===== src/hdl/mdio_defines.svh =====
`ifndef MDIO_DEFINES_SVH
`define MDIO_DEFINES_SVH

// Management clock divider, MDC runs at i_clk / 2**MDIO_CLKBITS
`define MDIO_CLKBITS		2

`define MDIO_PHYADDR		5'h01
`define MDIO_PREAMBLE_BITS	64
`define MDIO_WB_DW		32

// Frame header: start + opcode, PHY address, register address, turnaround
`define MDIO_HDR_BITS		16
`define MDIO_DATA_BITS		16
`define MDIO_OP_RD		4'b0110
`define MDIO_OP_WR		4'b0101
`define MDIO_TA_RD		2'b11
`define MDIO_TA_WR		2'b10

`endif


===== src/hdl/mdio_pkg.sv =====
package mdio_pkg;

	////////////////////////////////////////////////////////////////////////////
	//
	// Register bus payloads
	//
	////////////////////////////////////////////////////////////////////////////

	// Clause-22 register number
	typedef logic [4:0]  reg_addr_t;

	// One PHY register
	typedef logic [15:0] reg_data_t;

	// Counts bits left in the current frame phase, wide enough for the preamble
	typedef logic [5:0]  bit_pos_t;

	////////////////////////////////////////////////////////////////////////////
	//
	// Frame sequencer
	//
	////////////////////////////////////////////////////////////////////////////

	typedef enum logic [2:0] {
		RESET   = 3'd0,
		IDLE    = 3'd1,
		ADDRESS = 3'd2,
		READ    = 3'd3,
		WRITE   = 3'd4
	} frame_state_t;

endpackage


===== src/hdl/mdc_clock_gen.sv =====
`timescale 1ns/1ps
`include "mdio_defines.svh"

module mdc_clock_gen (
	input  logic i_clk,
	input  logic i_reset,
	output logic o_mdclk,
	output logic o_shift_stb
);

	localparam int CW = `MDIO_CLKBITS;

	// Count one before the wrap, decoded a clock early so the strobe is a flop
	localparam logic [CW-1:0] PRE_WRAP = CW'((2 ** CW) - 2);

	logic [CW-1:0] count;

	always_ff @(posedge i_clk)
		if (i_reset)
			count <= '0;
		else
			count <= count + 1'b1;

	// Top bit is MDC, so it falls when the counter wraps
	assign o_mdclk = count[CW-1];

	// High while count is all ones, last clock before MDC falls
	always_ff @(posedge i_clk)
		if (i_reset)
			o_shift_stb <= 1'b0;
		else
			o_shift_stb <= (count == PRE_WRAP);

endmodule


===== src/hdl/mdio_bus_port.sv =====
`timescale 1ns/1ps
`include "mdio_defines.svh"

module mdio_bus_port import mdio_pkg::*; (
	input  logic                   i_clk,
	input  logic                   i_reset,

	// Register bus
	input  logic                   i_wb_cyc,
	input  logic                   i_wb_stb,
	input  logic                   i_wb_we,
	input  reg_addr_t              i_wb_addr,
	input  reg_data_t              i_wb_data,
	output logic                   o_wb_stall,
	output logic                   o_wb_ack,
	output logic [`MDIO_WB_DW-1:0] o_wb_data,

	// From the frame engine
	input  logic                   i_idle,
	input  logic                   i_in_data,
	input  logic                   i_done,
	input  reg_data_t              i_rd_data,

	// To the frame engine
	output logic                   o_rd_pending,
	output logic                   o_wr_pending,
	output reg_addr_t              o_reg_addr,
	output reg_data_t              o_wr_data
);

	logic idle_q;
	logic accepted;
	logic accept;

	assign accept = i_wb_stb && !o_wb_stall;

	// Engine idle, delayed by one clock
	always_ff @(posedge i_clk)
		if (i_reset)
			idle_q <= 1'b0;
		else
			idle_q <= i_idle;

	////////////////////////////////////////////////////////////////////////////
	//
	// Stall
	//
	////////////////////////////////////////////////////////////////////////////

	always_ff @(posedge i_clk)
		if (i_reset)
			o_wb_stall <= 1'b1;
		else if (!i_idle)
			o_wb_stall <= 1'b1;
		else if (o_wb_ack)
			o_wb_stall <= 1'b0;
		else if ((i_wb_stb && idle_q) || o_rd_pending || o_wr_pending)
			o_wb_stall <= 1'b1;
		else
			o_wb_stall <= 1'b0;

	////////////////////////////////////////////////////////////////////////////
	//
	// Request capture
	//
	////////////////////////////////////////////////////////////////////////////

	// Address and data follow the bus until the stall freezes them
	always_ff @(posedge i_clk)
		if (!o_wb_stall)
		begin
			o_reg_addr <= i_wb_addr;
			o_wr_data  <= i_wb_data;
		end

	always_ff @(posedge i_clk)
		if (i_reset || i_in_data)
		begin
			o_rd_pending <= 1'b0;
			o_wr_pending <= 1'b0;
		end
		else if (accept)
		begin
			o_rd_pending <= !i_wb_we;
			o_wr_pending <= i_wb_we;
		end

	////////////////////////////////////////////////////////////////////////////
	//
	// Acknowledge
	//
	////////////////////////////////////////////////////////////////////////////

	// A dropped cycle forgets the request, the frame itself runs on
	always_ff @(posedge i_clk)
		if (i_reset || !i_wb_cyc)
			accepted <= 1'b0;
		else if (accept)
			accepted <= 1'b1;
		else if (o_wb_ack)
			accepted <= 1'b0;

	assign o_wb_ack  = i_done && accepted && i_wb_cyc;
	assign o_wb_data = {{(`MDIO_WB_DW - $bits(reg_data_t)){1'b0}}, i_rd_data};

endmodule


===== src/hdl/mdio_ctrl_top.sv =====
`timescale 1ns/1ps
`include "mdio_defines.svh"

module mdio_ctrl_top import mdio_pkg::*; (
	input  logic                   i_clk,
	input  logic                   i_reset,

	// Register bus
	input  logic                   i_wb_cyc,
	input  logic                   i_wb_stb,
	input  logic                   i_wb_we,
	input  reg_addr_t              i_wb_addr,
	input  reg_data_t              i_wb_data,
	output logic                   o_wb_stall,
	output logic                   o_wb_ack,
	output logic [`MDIO_WB_DW-1:0] o_wb_data,

	// Management interface
	output logic                   o_mdclk,
	output logic                   o_mdio,
	output logic                   o_mdwe,
	input  logic                   i_mdio
);

	logic      shift_stb;
	logic      rd_pending;
	logic      wr_pending;
	reg_addr_t reg_addr;
	reg_data_t wr_data;
	logic      eng_idle;
	logic      eng_in_data;
	logic      eng_done;
	reg_data_t rd_data;

	mdc_clock_gen u_clock_gen (
		.i_clk       (i_clk),
		.i_reset     (i_reset),
		.o_mdclk     (o_mdclk),
		.o_shift_stb (shift_stb)
	);

	mdio_bus_port u_bus_port (
		.i_clk        (i_clk),
		.i_reset      (i_reset),
		.i_wb_cyc     (i_wb_cyc),
		.i_wb_stb     (i_wb_stb),
		.i_wb_we      (i_wb_we),
		.i_wb_addr    (i_wb_addr),
		.i_wb_data    (i_wb_data),
		.o_wb_stall   (o_wb_stall),
		.o_wb_ack     (o_wb_ack),
		.o_wb_data    (o_wb_data),
		.i_idle       (eng_idle),
		.i_in_data    (eng_in_data),
		.i_done       (eng_done),
		.i_rd_data    (rd_data),
		.o_rd_pending (rd_pending),
		.o_wr_pending (wr_pending),
		.o_reg_addr   (reg_addr),
		.o_wr_data    (wr_data)
	);

	mdio_frame_engine u_frame_engine (
		.i_clk        (i_clk),
		.i_reset      (i_reset),
		.i_shift_stb  (shift_stb),
		.i_mdio       (i_mdio),
		.o_mdio       (o_mdio),
		.o_mdwe       (o_mdwe),
		.i_rd_pending (rd_pending),
		.i_wr_pending (wr_pending),
		.i_reg_addr   (reg_addr),
		.i_wr_data    (wr_data),
		.o_idle       (eng_idle),
		.o_in_data    (eng_in_data),
		.o_done       (eng_done),
		.o_rd_data    (rd_data)
	);

endmodule


===== src/hdl/mdio_frame_engine.sv =====
`timescale 1ns/1ps
`include "mdio_defines.svh"

module mdio_frame_engine import mdio_pkg::*; (
	input  logic      i_clk,
	input  logic      i_reset,
	input  logic      i_shift_stb,

	// PHY side
	input  logic      i_mdio,
	output logic      o_mdio,
	output logic      o_mdwe,

	// Request from the bus port
	input  logic      i_rd_pending,
	input  logic      i_wr_pending,
	input  reg_addr_t i_reg_addr,
	input  reg_data_t i_wr_data,

	// Status back to the bus port
	output logic      o_idle,
	output logic      o_in_data,
	output logic      o_done,
	output reg_data_t o_rd_data
);

	frame_state_t state;
	bit_pos_t     pos;
	logic         pos_zero;
	reg_data_t    header;
	reg_data_t    tx_shift;

	assign pos_zero  = (pos == '0);
	assign o_idle    = (state == IDLE);
	assign o_in_data = (state == READ) || (state == WRITE);

	always_comb
		if (i_wr_pending)
			header = {`MDIO_OP_WR, `MDIO_PHYADDR, i_reg_addr, `MDIO_TA_WR};
		else
			header = {`MDIO_OP_RD, `MDIO_PHYADDR, i_reg_addr, `MDIO_TA_RD};

	////////////////////////////////////////////////////////////////////////////
	//
	// Sequencer
	//
	////////////////////////////////////////////////////////////////////////////

	always_ff @(posedge i_clk)
		if (i_reset)
		begin
			state  <= RESET;
			pos    <= bit_pos_t'(`MDIO_PREAMBLE_BITS - 1);
			o_mdwe <= 1'b1;
			o_done <= 1'b0;
		end
		else
		begin
			o_done <= 1'b0;
			case (state)
			RESET:
			begin
				// All-ones preamble, one bit per strobe
				o_mdwe <= 1'b1;
				if (i_shift_stb)
				begin
					if (pos_zero)
						state <= IDLE;
					else
						pos <= pos - 1'b1;
				end
			end
			IDLE:
			begin
				o_mdwe <= 1'b1;
				pos    <= bit_pos_t'(`MDIO_HDR_BITS - 1);
				if (i_shift_stb && (i_rd_pending || i_wr_pending))
					state <= ADDRESS;
			end
			ADDRESS:
			begin
				if (i_shift_stb)
				begin
					// Let go of the line for both turnaround bits of a read
					o_mdwe <= i_wr_pending || (pos > bit_pos_t'(1));
					if (pos_zero)
					begin
						pos   <= bit_pos_t'(`MDIO_DATA_BITS);
						state <= i_wr_pending ? WRITE : READ;
					end
					else
						pos <= pos - 1'b1;
				end
			end
			READ,
			WRITE:
			begin
				o_mdwe <= (state == WRITE);
				if (i_shift_stb)
				begin
					// 16 data bits plus one trailing period
					if (pos_zero)
					begin
						state  <= IDLE;
						o_done <= 1'b1;
					end
					else
						pos <= pos - 1'b1;
				end
			end
			default:
			begin
				state  <= RESET;
				pos    <= bit_pos_t'(`MDIO_PREAMBLE_BITS - 1);
				o_mdwe <= 1'b1;
			end
			endcase
		end

	////////////////////////////////////////////////////////////////////////////
	//
	// Transmit shifter
	//
	////////////////////////////////////////////////////////////////////////////

	// Ones fill in behind, so the line idles high once a frame is out
	always_ff @(posedge i_clk)
		case (state)
		RESET:
			tx_shift <= '1;
		IDLE:
			tx_shift <= header;
		ADDRESS:
		begin
			if (i_shift_stb)
			begin
				if (pos_zero)
					tx_shift <= i_wr_data;
				else
					tx_shift <= {tx_shift[`MDIO_HDR_BITS-2:0], 1'b1};
			end
		end
		default:
		begin
			if (i_shift_stb)
				tx_shift <= {tx_shift[`MDIO_HDR_BITS-2:0], 1'b1};
		end
		endcase

	// Changes on the strobe, right at the falling edge of MDC
	always_ff @(posedge i_clk)
		if (i_reset)
			o_mdio <= 1'b1;
		else if (i_shift_stb)
			o_mdio <= (state == IDLE) || tx_shift[`MDIO_HDR_BITS-1];

	////////////////////////////////////////////////////////////////////////////
	//
	// Read capture
	//
	////////////////////////////////////////////////////////////////////////////

	// Sampled just before MDC falls, half a period after the PHY moved the line
	always_ff @(posedge i_clk)
		if (i_shift_stb && !pos_zero)
			o_rd_data <= {o_rd_data[`MDIO_DATA_BITS-2:0], i_mdio};

endmodule


===== config.mk =====
export PLATFORM = sky130hd
export DESIGN_NAME = mdio_ctrl_top
export DESIGN_NICKNAME = d
export VERILOG_FILES = /design/src/hdl/mdio_pkg.sv /design/src/hdl/mdc_clock_gen.sv /design/src/hdl/mdio_bus_port.sv /design/src/hdl/mdio_ctrl_top.sv /design/src/hdl/mdio_frame_engine.sv
export VERILOG_INCLUDE_DIRS = /design/src /design/src/hdl
export SDC_FILE = /design/constraint.sdc
export NUM_CORES = 1
export LEC_CHECK = 0
export ABC_AREA = 1
export BUFFER_PORTS_ARGS = -buffer_cell sky130_fd_sc_hd__buf_2
export CORE_UTILIZATION = 54
export DETAILED_ROUTE_END_ITERATION = 6
export PLACE_DENSITY = 0.84
export SLEW_MARGIN = 25
export SYNTH_ARGS = -nofsm -noshare
export SYNTH_HDL_FRONTEND = slang
export SYNTH_SLANG_ARGS = --single-unit

===== constraint.sdc =====
create_clock -name i_clk -period 2 [get_ports i_clk]
set_input_delay 0.1 -clock i_clk [delete_from_list [all_inputs] [get_ports i_clk]]
set_output_delay 0.1 -clock i_clk [all_outputs]
set_load 0.02 [all_outputs]

==> flow_summary.yaml, run 1 <==
yosys:
  post_synth_num_cell_types: 29
  syn_area_per_cell_um2: 10.1
  synth-seq-area-share_pct: 63.7
  synth_common_cells: "nand2_1 (82), edfxtp_1 (53), nor2_1 (31), inv_1 (21), dfxtp_1 (20)"
  synth.most_common_cell: "nand2_1"
  syn_inst: 309
  synth-seq-cells: 73
  synth_edf_count: 53
  async_flop_share_pct: 0
  netlist.area_leader.share_pct: 50.9
  synth_top_area_cell: "edfxtp_1"
  yosys-top-cells-area: "edfxtp_1 (51%), dfxtp_1 (13%), nand2_1 (9.8%)"
  synth_flop_cell: "edfxtp_1"
  syn_area_um2: 3130
  yosys_warnings: 0
routing:
  routed_via_density: 5.28
  drc: 0
  ant_nets: 0
  drtIter0Drc: 156
  first_pass_iters: 5
  vias: 2454
  wl_per_cell_um: 14.0
  totalWireLength_um: 6490
placement:
  dp.cells: 426
  hpwl_um: 4130
  port-buffer-count: 47
  place_congestion: 0.886
  dp_slack_ps: 179
sta:
  setup_tns_ps: 0
  whs_ps: 22.1
  final-setup-viol-count: 0
  rsz0062_at_grt: "no"
  period_share_pct: 88.5
  clock_skew_ps: 21.7
  maxSlewHeadroom_pct: 53.7
  fmax_ghz: 0.565
  max_slew.worst_pin.slew_ps: 693
  slew_viol_final: 0
  finalHoldViolCount: 0
  min_period_ps: 1770
  worst_slack_ps: 230
grt:
  grt.total_usage_pct: 22.9
  antenna_found_initial: 0
  grt_pass1_vias: 2276
  overflow: 0
  grt_pass1_wl_um: 10100
  grt_start_max_net_pins: 23
floorplanning:
  die_w_um: 78.1
  core_um2: 5540
  num_rows: 27
  die_h_um: 78.1
  start_util_pct: 56.4
  die_area_um2: 6100
  ios: 64
setup_path:
  cp_data_required_time_ps: 2110
  r2r_setup_slack_ps: 230
  worstPathMaxFanout: 16
  r2r-end: "u_frame_engine.tx_shift[7]"
  cp-start-kind: "flop"
  worstPathArrival_ps: 1880
  reg2reg_from: "u_frame_engine.pos[0]"
  end_kind: "flop"
  crit_type: "flop to flop"
  worstRegToRegCells: 8
clocking:
  cts_tree: "yes"
  cts.clk_slew.worst_paths_ps: 90
  post_cts_buffers: 0
  cts_htree_levels: 3
  insertion_delay_ps: 370
  cts_root_buffer: "clkbuf_8"
  clockBufferDepth: 2
  cts_buffers: 9
  clock_sink_count: 73
worst_hold_path:
  hold_end: "u_bus_port.o_wr_pending"
  hp-class: "primary input to flop"
  min_from: "i_wb_we"
  hold_depth: 3
layout:
  final_cells: 465
  drive_gt1_share_pct: 20.6
  antenna_cells: 0
  syn_to_final_growth_pct: 21.7
  nets: 418
pwr:
  ir_drop_mv: 0.861
  cellPowerDensity_nw_per_um2: 1220
  leakagePower_nw: 1.56
status:
  status: "complete, no violations"
flow_run:
  max_cap_violations: 0
## cells in the final DEF (no fill, tap or decap), types with 9 or more instances in the layout
cell type,netlist,routed
nand3_1,17,17
dfxtp_1,20,20
nand2_1,82,82
edfxtp_1,53,53
buf_2,1,47
dlygate4sd3_1,0,23
nor2_1,31,31
conb_1,1,16
a21oi_1,12,12
o21ai_0,17,17
clkbuf_8,0,9
inv_1,21,21
## power by group
| part | switching, mW | internal (mW) | leakage, nW |
|---|---|---|---|
| registers | 0.173 | 2.00 | 0.639 |
| logic | 0.904 | 0.426 | 0.829 |
| clock network | 0.643 | 0.485 | 0.0951 |
## metrics by stage
stage / area (um^2) / total power, mW / utilization, %
detailed placement: 3380 / 3.47 / 61.0
global route: 3800 / 4.89 / 68.7
global placement: 3380 / 3.38 / 61.0
finish: 3800 / 4.63 / 68.7
CTS: 3800 / 4.60 / 68.5
floorplan: 3180 / 3.16 / -
## logic make-up after synthesis
family	count (synthesis)	share of synthesized area (%)
xor gates and xnor gates	2	0.561
other	1	0.120
buffers and inverters	44	7.73
DFF	73	63.7
AOI/OAI and AO/OA	36	6.13
adders and majority gates	3	1.20
and+or+nand+nor	150	20.5
## critical path: stages, from the launching register on
cell,delay (ps)
dfxtp_1,360
inv_1,90
ha_1,260
nand3_4,220
nand2_2,140
nand2_1,200
inv_1,90
nor2_1,120
nor2_1,50
## flip-flops by register name (all words and copies together) (netlist names)
name                      flops
u_bus_port.o_wb_stall         1
u_frame_engine.o_mdwe         1
u_frame_engine.o_mdio         1
u_frame_engine.state          3
u_clock_gen.o_shift_stb       1
u_frame_engine.o_rd_data     16
u_bus_port.o_rd_pending       1
u_bus_port.accepted           1
u_bus_port.idle_q             1
u_bus_port.o_wr_data         16
u_frame_engine.pos            6
u_clock_gen.count             2
u_bus_port.o_reg_addr         5
u_frame_engine.o_done         1
u_frame_engine.tx_shift      16
u_bus_port.o_wr_pending       1
## area by class of cell
cell class	instances	area (um^2)
repair buffers	73	488
fillers	435	1740
clock inverters	7	65.1
clock buffers	9	124
multi-input cells	207	956
well taps	72	90.1
inverters	24	90.1
flip-flops and latches	73	1990
## worst max-delay path by stage
stage | from | endpoint | slack (ps) | depth (start not counted)
finish | u_frame_engine.pos[0] | u_frame_engine.tx_shift[7] | 230 | 8
global route | u_frame_engine.pos[0] | u_frame_engine.tx_shift[1] | 60 | 8
CTS | u_frame_engine.pos[0] | u_frame_engine.tx_shift[1] | 180 | 8
detailed placement | u_frame_engine.pos[0] | u_frame_engine.tx_shift[15] | 180 | 7
global placement | u_frame_engine.pos[0] | u_frame_engine.tx_shift[1] | 310 | 8
floorplan | u_frame_engine.pos[0] | u_frame_engine.o_rd_data[0] | 440 | 5
## what timing repair did
action                                 in CTS  in global routing
setup endpoints to repair                   0                  2
resized for setup                           0                  1
hold buffers                               23                  0
endpoints found under the hold margin      23                  0
## routing by layer
metal	wire [um]	GRT usage, %	up-vias
met5	0	0	-
met4	284	16.3	0
met3	487	6.86	23
met2	3240	37.5	124
met1	2480	25.6	1145
li1	-	-	1162
No activity file was read; power rests on OpenSTA's default activity.
==> inputs of run 2 (changes only) <==
CORE_UTILIZATION = 56   (was 54)
CTS_BUF_LIST = sky130_fd_sc_hd__clkbuf_4   (was default)
PLACE_DENSITY = 0.86   (was 0.84)
==> run 2 against run 1 <==
- combinational power about the same
- die area down 3.5%
- non-clock buffer count up 6
- setup slack worse by 97 ps
- design area down 0.62%
- via count down 0.49%
- critical endpoint is now u_bus_port.o_wr_pending
- worst hold slack better by 370 ps
- power down 7.4%
- final cell count up 0.86%
- highest routed layer unchanged
==> flow_summary.yaml, run 2 (synthesis results as in run 1) <==
pwr:
  clkPwrFrac_pct: 17.8
  ir_drop_mv: 0.735
  leakagePower_nw: 1.57
  p_comb_share_pct: 31.3
  switching_share_pct: 37.1
  p_int_mw: 2.70
  cellPowerDensity_nw_per_um2: 1130
  p_total_mw: 4.29
  p_switching_mw: 1.59
  pwr-share-seq_pct: 50.9
sta:
  min_period_ps: 1870
  clock_skew_ps: 16.0
  maxSlewHeadroom_pct: 54.6
  rsz0062_at_grt: "no"
  slew_viol_final: 0
  fmax_ghz: 0.536
  setup_tns_ps: 0
  finalHoldViolCount: 0
  max_slew.worst_pin.slew_ps: 680
  period_share_pct: 93.3
  final-setup-viol-count: 0
routing:
  wl_per_cell_um: 14.0
  totalWireLength_um: 6590
  drtIter0Drc: 151
  drc: 0
  routed_via_density: 5.21
  vias: 2442
  first_pass_iters: 5
  ant_nets: 0
worst_hold_path:
  min_from: "i_wb_data[8]"
  hp-class: "primary input to flop"
placement:
  hpwl_um: 4200
  dp.cells: 425
  place_congestion: 0.958
  placed_cell_area_um2: 3380
  port-buffer-count: 47
layout:
  layout_common_cells: "nand2_1 (82), edfxtp_1 (53), buf_2 (47)"
  final_util_pct: 72.2
  nets: 424
  fin_area_um2: 3780
  drive_gt1_share_pct: 20.8
  n_fill_cell: 359
  antenna_cells: 0
  layout_commonest_cell: "nand2_1"
  reg_top3: "u_bus_port.o_wr_data (16), u_frame_engine.o_rd_data (16), u_frame_engine.tx_shift (16)"
  syn_to_final_growth_pct: 21.0
  final_cells: 469
setup_path:
  cp-start-kind: "flop"
  cp_data_required_time_ps: 2360
  end_kind: "flop"
  reg2reg_from: "u_frame_engine.state[0]"
  worstPathMaxFanout: 8
  worstPathArrival_ps: 2230
  cp-startpoint: "u_frame_engine.state[0]"
  crit_type: "flop to flop"
floorplanning:
  ios: 64
  start_util_pct: 59.7
  die_w_um: 76.7
  die_area_um2: 5880
  die_h_um: 76.7
  num_rows: 26
  core_um2: 5240
clocking:
  cts_root_buffer: "clkbuf_4"
  cts_htree_levels: 3
  insertion_delay_ps: 420
  cts_buffers: 9
  clock_sink_count: 73
  cts.clk_slew.worst_paths_ps: 110
  clockBufferDepth: 2
  cts_tree: "yes"
grt:
  grt.total_usage_pct: 24.8
  grt_pass1_vias: 2403
  antenna_found_initial: 0
  grt_pass1_wl_um: 10900
  grt_start_max_net_pins: 23
  overflow: 0
flow_run:
  max_cap_violations: 0
status:
  status: "complete, no violations"
## run 2: worst max-delay path, cell delays in order (launching register included)
cell	delay, ps
dfxtp_2	390
nor2_2	240
nand2_1	210
nand4_1	190
nand2_1	100
a21oi_1	130
dlygate4sd3_1	560
## run 2: power by group through the flow
stage                     registers, mW  logic [mW]  clock network (mW)
after floorplan                    2.16       0.998                   0
after detailed placement           2.20        1.26                   0
after global routing               2.21        1.51               0.836
final                              2.18        1.34               0.762
after CTS                          2.17        1.30               0.773
after global placement             2.19        1.20                   0
## run 2: through the flow
step	hold slack, ps	setup WS, ps
floorplan	179	439
global placement	276	408
detailed placement	278	306
CTS	368	64.0
global route	371	30.6
finish	395	133
## run 2: path summary, 6_finish.rpt
kind | endpoint | slack, ps | cells past startpoint
setup / recovery | u_bus_port.o_wr_pending | 130 | 6
hold / removal | u_bus_port.o_wr_data[8] | 390 | 2
setup reg to reg | u_bus_port.o_wr_pending | 130 | 6
hold reg to reg | u_clock_gen.count[0] | 450 | 1
## run 2: per-layer routing
metal	vias up	GRT usage, %	wire length [um]
met5	-	0	0
met4	0	10.4	124
met3	13	7.26	467
met2	115	43.9	3420
met1	1136	27.6	2570
li1	1178	-	-
## run 2: final cells by class
class	instances	area, um^2	share of cell area, %
multi-input cells	207	953	25.2
well taps	70	87.6	2.32
repair buffers	79	546	14.4
clock buffers	10	75.1	1.99
inverters	24	90.1	2.38
clock inverters	6	35.0	0.927
flip-flops and latches	73	1990	52.7
## run 2: repair_timing
action | in CTS | in global routing
hold buffers | 28 | 0
buffers inserted | 0 | 0
gates resized for setup | 0 | 3
hold endpoints to repair | 28 | 0
setup endpoints to repair | 0 | 1
